===== src/cache_consts.svh =====
/* geometry of the L1 data cache, shared by the packages and the RTL
   set and block counts must stay powers of two; the design is built for two ways */
`ifndef CACHE_CONSTS_SVH
`define CACHE_CONSTS_SVH

// data word, bits
`define L1_WORD_W 32

// sets per way
`define L1_N_SETS 16

// words in one cache block
`define L1_BLOCK_WORDS 2

// ways per set, LRU is a single bit per set
`define L1_ASSOC 2

// everything from here up bypasses the cache
`define L1_NONCACHE_BASE 32'h8000_0000

`endif


===== src/cache_ctrl_pkg.sv =====
/* controller state and way numbering
   way_idx_t covers L1_ASSOC ways */
`include "cache_consts.svh"

package cache_ctrl_pkg;

    // miss handling sequence
    typedef enum logic [1:0] {
        IDLE,       // lookup, hits and pass-through
        WRITEBACK,  // dirty victim out to memory
        FETCH,      // missing block in from memory
        INSTALL     // new tag and valid
    } ctrl_state_t;

    typedef logic [$clog2(`L1_ASSOC)-1:0] way_idx_t;

endpackage


===== src/cache_geom_pkg.sv =====
/* address split and data types of the cache
   byte address = {tag, set index, block offset, 2 byte bits} */
`include "cache_consts.svh"

package cache_geom_pkg;

    // field widths derived from the geometry macros
    localparam int SET_W = $clog2(`L1_N_SETS);
    localparam int OFF_W = $clog2(`L1_BLOCK_WORDS);
    localparam int TAG_W = `L1_WORD_W - SET_W - OFF_W - 2;

    typedef logic [`L1_WORD_W-1:0]   word_t;
    typedef logic [`L1_WORD_W-1:0]   addr_t;     // byte address
    typedef logic [`L1_WORD_W/8-1:0] byte_en_t;  // one bit per byte lane

    typedef logic [TAG_W-1:0] tag_t;
    typedef logic [SET_W-1:0] set_idx_t;
    typedef logic [OFF_W-1:0] blk_off_t;  // word within a block

endpackage


===== src/cache_ctrl.sv =====
/* miss FSM, memory-side sequencing and pass-through for the L1 cache
   processor must hold its request until proc_busy is low; only one miss at a time */
`timescale 1ns/1ps
`include "cache_consts.svh"

module cache_ctrl
    import cache_geom_pkg::*, cache_ctrl_pkg::*;
(
    input  logic                         CLK,
    input  logic                         nRST,
    input  logic                         proc_ren,
    input  logic                         proc_wen,
    input  addr_t                        proc_addr,
    input  word_t                        proc_wdata,
    input  byte_en_t                     proc_byte_en,
    output word_t                        proc_rdata,
    output logic                         proc_busy,
    output logic                         mem_ren,
    output logic                         mem_wen,
    output addr_t                        mem_addr,
    output word_t                        mem_wdata,
    output byte_en_t                     mem_byte_en,
    input  word_t                        mem_rdata,
    input  logic                         mem_busy,
    input  logic                         any_hit,
    input  way_idx_t                     hit_way,
    input  word_t                        hit_data,
    input  way_idx_t                     victim_way,
    input  logic                         victim_dirty,
    input  tag_t                         victim_tag,
    input  word_t [`L1_BLOCK_WORDS-1:0]  victim_data,
    output set_idx_t                     set_idx,
    output tag_t                         lookup_tag,
    output blk_off_t                     blk_off,
    output logic [`L1_ASSOC-1:0]         wr_word_en,
    output blk_off_t                     wr_word_idx,
    output word_t                        wr_data,
    output byte_en_t                     wr_byte_en,
    output logic [`L1_ASSOC-1:0]         set_dirty,
    output logic [`L1_ASSOC-1:0]         clr_dirty,
    output logic [`L1_ASSOC-1:0]         install_en,
    output tag_t                         install_tag,
    output logic                         lru_touch,
    output way_idx_t                     touch_way
);

    ctrl_state_t state, next_state;
    blk_off_t    word_cnt, next_word_cnt;  // word of the block on the memory bus
    addr_t       blk_addr, next_blk_addr;  // current memory word address
    addr_t       fill_base, wb_base;
    logic        req, pass_through, last_word;
    word_t       pt_wdata;

    // address fields of the held request
    assign lookup_tag  = proc_addr[`L1_WORD_W-1 -: TAG_W];
    assign set_idx     = proc_addr[OFF_W+2 +: SET_W];
    assign blk_off     = proc_addr[2 +: OFF_W];
    assign install_tag = lookup_tag;

    assign fill_base = {lookup_tag, set_idx, {OFF_W{1'b0}}, 2'b00};
    assign wb_base   = {victim_tag, set_idx, {OFF_W{1'b0}}, 2'b00};

    assign req          = proc_ren || proc_wen;
    assign pass_through = (proc_addr >= `L1_NONCACHE_BASE);
    assign last_word    = (word_cnt == blk_off_t'(`L1_BLOCK_WORDS-1));

    // uncached write data with disabled lanes forced to zero
    always_comb begin
        for (int b = 0; b < $bits(byte_en_t); b++) begin
            pt_wdata[8*b +: 8] = proc_byte_en[b] ? proc_wdata[8*b +: 8] : 8'h00;
        end
    end

    always_ff @(posedge CLK or negedge nRST) begin
        if (!nRST) begin
            state    <= IDLE;
            word_cnt <= '0;
            blk_addr <= '0;
        end else begin
            state    <= next_state;
            word_cnt <= next_word_cnt;
            blk_addr <= next_blk_addr;
        end
    end

    always_comb begin
        next_state    = state;
        next_word_cnt = word_cnt;
        next_blk_addr = blk_addr;
        proc_busy     = 1'b1;
        proc_rdata    = hit_data;
        mem_ren       = 1'b0;
        mem_wen       = 1'b0;
        mem_addr      = blk_addr;
        mem_wdata     = '0;
        mem_byte_en   = '1;  // block traffic is always full words
        wr_word_en    = '0;
        wr_word_idx   = blk_off;
        wr_data       = proc_wdata;
        wr_byte_en    = proc_byte_en;
        set_dirty     = '0;
        clr_dirty     = '0;
        install_en    = '0;
        lru_touch     = 1'b0;
        touch_way     = hit_way;

        case (state)
            IDLE: begin
                if (req && pass_through) begin
                    mem_ren     = proc_ren && !proc_wen;
                    mem_wen     = proc_wen;
                    mem_addr    = proc_addr;
                    mem_wdata   = pt_wdata;
                    mem_byte_en = proc_byte_en;
                    proc_busy   = mem_busy;  // done when memory is
                    proc_rdata  = mem_rdata;
                end else if (req && any_hit) begin
                    proc_busy = 1'b0;
                    lru_touch = 1'b1;
                    if (proc_wen) begin
                        wr_word_en[hit_way] = 1'b1;
                        set_dirty[hit_way]  = 1'b1;
                    end
                end else if (req) begin
                    next_word_cnt = '0;
                    if (victim_dirty) begin
                        next_state    = WRITEBACK;
                        next_blk_addr = wb_base;
                    end else begin
                        next_state    = FETCH;
                        next_blk_addr = fill_base;
                    end
                end
            end

            WRITEBACK: begin
                mem_wen   = 1'b1;
                mem_wdata = victim_data[word_cnt];
                if (!mem_busy) begin
                    next_word_cnt = word_cnt + 1'b1;
                    next_blk_addr = blk_addr + 32'd4;
                    if (last_word) begin
                        clr_dirty[victim_way] = 1'b1;
                        next_state            = FETCH;
                        next_blk_addr         = fill_base;
                    end
                end
            end

            FETCH: begin
                mem_ren = 1'b1;
                if (!mem_busy) begin
                    wr_word_en[victim_way] = 1'b1;  // fill lands in the victim way
                    wr_word_idx            = word_cnt;
                    wr_data                = mem_rdata;
                    wr_byte_en             = '1;
                    next_word_cnt          = word_cnt + 1'b1;
                    next_blk_addr          = blk_addr + 32'd4;
                    if (last_word) begin
                        next_state = INSTALL;
                    end
                end
            end

            INSTALL: begin
                install_en[victim_way] = 1'b1;
                next_state             = IDLE;  // request hits next cycle
            end

            default: next_state = IDLE;
        endcase
    end

    a_ren_wen_excl: assert property (
        @(posedge CLK) disable iff (!nRST)
        !(mem_ren && mem_wen)
    );

endmodule


===== src/cache_way.sv =====
/* one cache way: valid, dirty, tag and data per set, read combinationally
   install wins over dirty updates in the same cycle; data writes honour byte enables */
`timescale 1ns/1ps
`include "cache_consts.svh"

module cache_way
    import cache_geom_pkg::*;
(
    input  logic                         CLK,
    input  logic                         nRST,
    input  set_idx_t                     set_idx,
    input  tag_t                         lookup_tag,
    input  logic                         wr_word_en,
    input  blk_off_t                     wr_word_idx,
    input  word_t                        wr_data,
    input  byte_en_t                     wr_byte_en,
    input  logic                         set_dirty,
    input  logic                         clr_dirty,
    input  logic                         install_en,
    input  tag_t                         install_tag,
    output logic                         hit,
    output logic                         line_valid,
    output logic                         line_dirty,
    output tag_t                         line_tag,
    output word_t [`L1_BLOCK_WORDS-1:0]  line_data
);

    logic [`L1_N_SETS-1:0]       valid_q;
    logic [`L1_N_SETS-1:0]       dirty_q;
    tag_t                        tag_q  [`L1_N_SETS];
    word_t [`L1_BLOCK_WORDS-1:0] data_q [`L1_N_SETS];

    // line state bits
    always_ff @(posedge CLK or negedge nRST) begin
        if (!nRST) begin
            valid_q <= '0;
            dirty_q <= '0;
        end else begin
            if (install_en) begin
                valid_q[set_idx] <= 1'b1;
                dirty_q[set_idx] <= 1'b0;  // freshly fetched block is clean
            end else if (set_dirty) begin
                dirty_q[set_idx] <= 1'b1;
            end else if (clr_dirty) begin
                dirty_q[set_idx] <= 1'b0;  // after writeback
            end
        end
    end

    // tag and data arrays
    always_ff @(posedge CLK) begin
        if (install_en) begin
            tag_q[set_idx] <= install_tag;
        end
        if (wr_word_en) begin
            for (int b = 0; b < $bits(byte_en_t); b++) begin
                if (wr_byte_en[b]) begin
                    data_q[set_idx][wr_word_idx][8*b +: 8] <= wr_data[8*b +: 8];
                end
            end
        end
    end

    assign line_valid = valid_q[set_idx];
    assign line_dirty = dirty_q[set_idx];
    assign line_tag   = tag_q[set_idx];
    assign line_data  = data_q[set_idx];

    assign hit = line_valid && (line_tag == lookup_tag);

    // install only follows a fetch, never a write hit
    a_install_no_dirty: assert property (
        @(posedge CLK) disable iff (!nRST)
        !(install_en && set_dirty)
    );

endmodule


===== src/l1_cache.sv =====
/* write-back, two-way L1 data cache between a processor bus and a memory bus
   requests above L1_NONCACHE_BASE go straight to memory; no flush or clear */
`timescale 1ns/1ps
`include "cache_consts.svh"

module l1_cache
    import cache_geom_pkg::*, cache_ctrl_pkg::*;
(
    input  logic     CLK,
    input  logic     nRST,
    input  logic     proc_ren,
    input  logic     proc_wen,
    input  addr_t    proc_addr,
    input  word_t    proc_wdata,
    input  byte_en_t proc_byte_en,
    output word_t    proc_rdata,
    output logic     proc_busy,
    output logic     mem_ren,
    output logic     mem_wen,
    output addr_t    mem_addr,
    output word_t    mem_wdata,
    output byte_en_t mem_byte_en,
    input  word_t    mem_rdata,
    input  logic     mem_busy
);

    // controller to ways
    set_idx_t             set_idx;
    tag_t                 lookup_tag;
    blk_off_t             blk_off;
    logic [`L1_ASSOC-1:0] wr_word_en;
    blk_off_t             wr_word_idx;
    word_t                wr_data;
    byte_en_t             wr_byte_en;
    logic [`L1_ASSOC-1:0] set_dirty;
    logic [`L1_ASSOC-1:0] clr_dirty;
    logic [`L1_ASSOC-1:0] install_en;
    tag_t                 install_tag;

    // ways to selector
    logic [`L1_ASSOC-1:0]        way_hit;
    logic [`L1_ASSOC-1:0]        way_valid;
    logic [`L1_ASSOC-1:0]        way_dirty;
    tag_t                        way_tag  [`L1_ASSOC];
    word_t [`L1_BLOCK_WORDS-1:0] way_data [`L1_ASSOC];

    // selector to controller
    logic                        any_hit;
    way_idx_t                    hit_way;
    word_t                       hit_data;
    way_idx_t                    victim_way;
    logic                        victim_dirty;
    tag_t                        victim_tag;
    word_t [`L1_BLOCK_WORDS-1:0] victim_data;
    logic                        lru_touch;
    way_idx_t                    touch_way;

    cache_ctrl u_ctrl (
        .CLK, .nRST,
        .proc_ren, .proc_wen, .proc_addr, .proc_wdata, .proc_byte_en,
        .proc_rdata, .proc_busy,
        .mem_ren, .mem_wen, .mem_addr, .mem_wdata, .mem_byte_en,
        .mem_rdata, .mem_busy,
        .any_hit, .hit_way, .hit_data,
        .victim_way, .victim_dirty, .victim_tag, .victim_data,
        .set_idx, .lookup_tag, .blk_off,
        .wr_word_en, .wr_word_idx, .wr_data, .wr_byte_en,
        .set_dirty, .clr_dirty, .install_en, .install_tag,
        .lru_touch, .touch_way
    );

    for (genvar g = 0; g < `L1_ASSOC; g++) begin : g_way
        cache_way u_way (
            .CLK, .nRST,
            .set_idx, .lookup_tag,
            .wr_word_en (wr_word_en[g]),
            .wr_word_idx, .wr_data, .wr_byte_en,
            .set_dirty  (set_dirty[g]),
            .clr_dirty  (clr_dirty[g]),
            .install_en (install_en[g]),
            .install_tag,
            .hit        (way_hit[g]),
            .line_valid (way_valid[g]),
            .line_dirty (way_dirty[g]),
            .line_tag   (way_tag[g]),
            .line_data  (way_data[g])
        );
    end

    way_select u_sel (
        .CLK, .nRST,
        .set_idx,
        .way_hit, .way_valid, .way_dirty, .way_tag, .way_data,
        .blk_off, .lru_touch, .touch_way,
        .any_hit, .hit_way, .hit_data,
        .victim_way, .victim_dirty, .victim_tag, .victim_data
    );

endmodule


===== src/way_select.sv =====
/* hit reduction, data mux and per-set LRU over the ways
   victim prefers an invalid way, else the way not last used (two ways only) */
`timescale 1ns/1ps
`include "cache_consts.svh"

module way_select
    import cache_geom_pkg::*, cache_ctrl_pkg::*;
(
    input  logic                         CLK,
    input  logic                         nRST,
    input  set_idx_t                     set_idx,
    input  logic [`L1_ASSOC-1:0]         way_hit,
    input  logic [`L1_ASSOC-1:0]         way_valid,
    input  logic [`L1_ASSOC-1:0]         way_dirty,
    input  tag_t                         way_tag [`L1_ASSOC],
    input  word_t [`L1_BLOCK_WORDS-1:0]  way_data [`L1_ASSOC],
    input  blk_off_t                     blk_off,
    input  logic                         lru_touch,
    input  way_idx_t                     touch_way,
    output logic                         any_hit,
    output way_idx_t                     hit_way,
    output word_t                        hit_data,
    output way_idx_t                     victim_way,
    output logic                         victim_dirty,
    output tag_t                         victim_tag,
    output word_t [`L1_BLOCK_WORDS-1:0]  victim_data
);

    way_idx_t last_used [`L1_N_SETS];

    always_ff @(posedge CLK or negedge nRST) begin
        if (!nRST) begin
            last_used <= '{default: '0};
        end else if (lru_touch) begin
            last_used[set_idx] <= touch_way;
        end
    end

    always_comb begin
        hit_way = '0;
        for (int w = 0; w < `L1_ASSOC; w++) begin
            if (way_hit[w]) begin
                hit_way = way_idx_t'(w);
            end
        end
    end

    assign any_hit  = |way_hit;
    assign hit_data = way_data[hit_way][blk_off];

    // lowest invalid way overrides LRU choice
    always_comb begin
        victim_way = ~last_used[set_idx];
        for (int w = `L1_ASSOC-1; w >= 0; w--) begin
            if (!way_valid[w]) begin
                victim_way = way_idx_t'(w);
            end
        end
    end

    assign victim_dirty = way_dirty[victim_way];
    assign victim_tag   = way_tag[victim_way];
    assign victim_data  = way_data[victim_way];

    // a block lives in at most one way of its set
    a_one_hit: assert property (
        @(posedge CLK) disable iff (!nRST)
        $onehot0(way_hit)
    );

endmodule

===== config.mk =====
export PLATFORM = sky130hd
export DESIGN_NAME = l1_cache
export DESIGN_NICKNAME = d
export VERILOG_FILES = /design/src/cache_ctrl_pkg.sv /design/src/cache_geom_pkg.sv /design/src/cache_ctrl.sv /design/src/cache_way.sv /design/src/l1_cache.sv /design/src/way_select.sv
export VERILOG_INCLUDE_DIRS = /design/src
export SDC_FILE = /design/constraint.sdc
export NUM_CORES = 2
export LEC_CHECK = 0
export BUFFER_PORTS_ARGS = -buffer_cell sky130_fd_sc_hd__buf_4
export CORE_MARGIN = 1
export CORE_UTILIZATION = 34
export DETAILED_ROUTE_END_ITERATION = 16
export PLACE_DENSITY = 0.48
export SLEW_MARGIN = 40
export SYNTH_ARGS = -nofsm -noshare
export SYNTH_HDL_FRONTEND = slang
export SYNTH_SLANG_ARGS = --single-unit

===== constraint.sdc =====
create_clock -name CLK -period 3.5 [get_ports CLK]
set_input_delay 0.175 -clock CLK [delete_from_list [all_inputs] [get_ports CLK]]
set_output_delay 0.175 -clock CLK [all_outputs]
set_load 0.01 [all_outputs]

==> key figures <==
Place
  – Placed Instances: 11800
  – Post-detail-place hpwl: 277000 µm
  – Count of input and output buffers: 207
  – Routability Congestion: 0.950

Power and ir drop
  – IR Drop Worst-Case VDD: 0.000588 V
  – Static Leakage: 0.0514 µW
  – Power per standard cell area: 596 mW/mm²
  – Total Power Consumption: 93400 µW

Route
  – Count of TritonRoute iterations in the first routing pass: 8
  – WL/cell: 32.7 µm
  – Via count: 67700
  – Average vias per placed instance: 5.40
  – Count of routing violations after the opening detailed-route iteration: 6878
  – Number of antenna-violating nets in the routed design: 0
  – DRT Wirelength: 411000 µm
  – DRC viols: 0

Clocking
  – Clock tree buffer depth: 4
  – H-tree lvl count: 5
  – Inserted Clock Buffers: 330
  – Register clock-pin slew on the reported worst setup and hold paths: 60 ps
  – Clk_lat worst skew: 950 ps
  – Clock Tree Root: sky130_fd_sc_hd__clkbuf_16
  – Clock tree from TritonCTS: yes
  – Total number of clock tree sinks: 2961

STA
  – Clk_skew: 73.7 ps
  – RSZ-0062 raised after global routing: true
  – Worst Tran Pin Value: 914 ps
  – Period utilization: 136%
  – Upper clock frequency limit: 210 MHz
  – Worst path setup slack after routing: -1270 ps
  – Number of hold-slack violations in the final timing report: 0
  – WHS: 67.3 ps
  – Headroom to the max-slew limit: 39.1%
  – Final setup violating endpoints: 2416
  – Time the worst path needs with I/O delays and setup: 4770 ps
  – Number of max-slew violations in the final report: 0

Synth
  – Count of different cell masters after synthesis: 88
  – Part of the Yosys area used for sequential elements: 72.9%
  – Yosys Warn Count: 0
  – Instance count of the mapped netlist: 6167
  – Post-Synthesis Cell Area: 0.121 mm²
  – Fraction of synthesis flops using an asynchronous set or reset pin: 3.82%
  – Total nets after synthesis: 6278
  – Count of flip-flops with a built-in enable after synthesis: 2848
  – Most used flip-flop cell after synthesis: sky130_fd_sc_hd__edfxtp_1
  – Post-synthesis area per instance: 19.7 µm²
  – Number of synthesized register bits: 2961

Flow run
  – Max-cap violations: 0

Layout
  – Finished Core Util: 44.3%
  – Commonest non-fill, non-tap cells in the layout: 2848 x sky130_fd_sc_hd__edfxtp_1, 873 x sky130_fd_sc_hd__mux4_2, 766 x sky130_fd_sc_hd__buf_4, 413 x sky130_fd_sc_hd__buf_12, 398 x sky130_fd_sc_hd__nand2_1
  – Non-Filler Instances: 12600
  – Commonest non-fill, non-tap cell in the layout: sky130_fd_sc_hd__edfxtp_1
  – Share of post-route cells with drive strength above 1: 42.0%
  – Fin nets: 7663
  – Layout area overhead: 29.4%

Die
  – Die width: 599 µm
  – Starting utilization of the core area: 34.3%
  – Die outline area: 0.359 mm²
  – Total I/O pin count: 208
  – Core Region: 0.354 mm²
  – Std cell rows: 218
  – Die Ht: 599 µm

Run status
  – Run status: complete, but fails checks
  – Violated checks: setup timing

Global route
  – Wire length of the first global-routing pass: 569000 µm
  – Overall global routing resource usage: 22.8%
  – Grt ovf: 0
  – Number of global-route vias before repair: 69600
  – Largest net degree at the start of global routing: 126
  – Number of antenna violations at the first check in global routing: 20

Critical path
  – Required time of the critical path: 3320 ps
  – Signal arrival time at the worst endpoint: 4590 ps
  – Kind of start point of the critical path: register
  – Worst Setup Path Type: reg -> out
  – Biggest fanout along the worst timing path: 6
  – Crit path capture type: primary output
  – Number of cell instances on the worst register-to-register path: 16

Worst hold path
  – Class of the most critical hold timing path: in -> reg
  – Min-Delay Path Depth: 4
==> registers in the layout, indices dropped and copies added, names as in the netlist <==
register,count
g_way.u_way.dirty_q,32
u_ctrl.last_word,1
u_sel.last_used,16
g_way.u_way.valid_q,32
u_ctrl.blk_addr,30
u_ctrl.state,2
g_way.u_way.data_q,2048
g_way.u_way.tag_q,800
==> logic make-up after synthesis <==
logic type      after synthesis  share of synthesized area, %
fa+ha+maj                     6                        0.0619
simple gates               1088                          3.88
flops                      2961                          72.9
buf+inv                     419                          1.69
mux                        1082                          18.0
xor+xnor                     81                         0.585
compound gates              530                          2.91
==> per-layer routing <==
metal	wire length, µm	share of wire (%)	global-route usage [%]
met5	56	0.014	0
met3	24100	5.9	3.31
met1	168000	41	30.1
met2	203000	49	38.3
met4	16500	4.0	7.97
==> cells in the mapped netlist, types with 12 or more instances <==
library cell               instances  area [µm²]
sky130_fd_sc_hd__a211oi_1         24         180
sky130_fd_sc_hd__a21oi_1          60         300
sky130_fd_sc_hd__a221oi_1         20         175
sky130_fd_sc_hd__a22o_1           34         298
sky130_fd_sc_hd__a22oi_1          41         308
sky130_fd_sc_hd__a31oi_1          13        81.3
sky130_fd_sc_hd__and2_1           12        75.1
sky130_fd_sc_hd__and3_1           24         150
sky130_fd_sc_hd__buf_1            50         188
sky130_fd_sc_hd__buf_2           127         636
sky130_fd_sc_hd__buf_4            24         180
sky130_fd_sc_hd__buf_6            28         315
sky130_fd_sc_hd__clkbuf_1        158         593
sky130_fd_sc_hd__dfrtp_1         113        2830
sky130_fd_sc_hd__edfxtp_1       2848       85500
sky130_fd_sc_hd__inv_1            29         109
sky130_fd_sc_hd__mux2_2           50         563
sky130_fd_sc_hd__mux2i_1         151        1510
sky130_fd_sc_hd__mux4_2          873       19700
sky130_fd_sc_hd__nand2_1         431        1620
sky130_fd_sc_hd__nand2b_1         19         119
sky130_fd_sc_hd__nand3_1          81         405
sky130_fd_sc_hd__nand4_1          13        81.3
sky130_fd_sc_hd__nor2_1          381        1430
sky130_fd_sc_hd__nor2b_1          30         188
sky130_fd_sc_hd__nor3_1           23         115
sky130_fd_sc_hd__o21ai_0         135         676
sky130_fd_sc_hd__o21ai_1          81         405
sky130_fd_sc_hd__o22ai_1          15        93.8
sky130_fd_sc_hd__o31ai_1          13        97.6
sky130_fd_sc_hd__or2_2            35         219
sky130_fd_sc_hd__xnor2_1          66         578
sky130_fd_sc_hd__xor2_1           15         131
==> worst max-delay path, cell delays in order (launching register included) <==
cell and delay [ps]:
sky130_fd_sc_hd__edfxtp_1 360, sky130_fd_sc_hd__mux4_2 530, sky130_fd_sc_hd__xnor2_1 180, sky130_fd_sc_hd__buf_4 180
sky130_fd_sc_hd__o32ai_2 90, sky130_fd_sc_hd__nor4b_1 350, sky130_fd_sc_hd__nand4_1 250, sky130_fd_sc_hd__nor4_4 370
sky130_fd_sc_hd__and3_4 300, sky130_fd_sc_hd__buf_4 170, sky130_fd_sc_hd__bufbuf_16 270, sky130_fd_sc_hd__a211oi_2 70
sky130_fd_sc_hd__o31ai_1 240, sky130_fd_sc_hd__buf_4 210, sky130_fd_sc_hd__buf_4 130
==> path summary, 6_finish.rpt <==
check,from,endpoint,slack (ps)
min in group asynchronous,nRST,g_way[0].u_way.valid_q[12],550
hold / removal,proc_ren,u_ctrl.state[0],70
max in group asynchronous,nRST,u_ctrl.blk_addr[9],2560
setup reg to reg,g_way[1].u_way.tag_q[3][6],g_way[1].u_way.data_q[13][61],-750
hold reg to reg,g_way[1].u_way.valid_q[14],g_way[1].u_way.valid_q[14],460
setup / recovery,g_way[1].u_way.tag_q[3][6],proc_rdata[16],-1270
==> timing repair <==
| item | in CTS | in global routing |
|---|---|---|
| hold buffers | 87 | 0 |
| endpoints found under the setup margin | 2210 | 2304 |
| hold endpoints to repair | 2106 | 0 |
| gates cloned | 23 | 4 |
| buffers inserted | 46 | 19 |
| resized for setup | 493 | 85 |
| pin swaps | 109 | 38 |
==> power breakdown <==
group          internal (µW)  total [µW]  switching [µW]
registers              41200       41600             465
clock network          20500       34700           14300
logic                   6460       17100           10600
total                  68100       93400           25300
==> layout make-up <==
cell class	count	area (µm²)
Multi-Input combinational cell	2787	34200
Antenna cell	10	25.0
Timing Repair Buffer	1441	17500
Inverter	31	126
Clock inverter	191	2060
Tap cell	4730	5920
Clock buffer	399	8660
Fill cell	30300	197000
Sequential cell	2961	88400
==> through the flow <==
stage	area [µm²]	setup WS (ps)	setup TNS, ps
6_report	157000	-1270	-1333160
3_3_place_gp	141000	-1530	-3023130
3_5_place_dp	141000	-1510	-2971520
2_1_floorplan	122000	-320	-132690
4_1_cts	156000	-1140	-1145300
5_1_grt	157000	-1290	-1466640
Power figures use the tool's default switching activity.
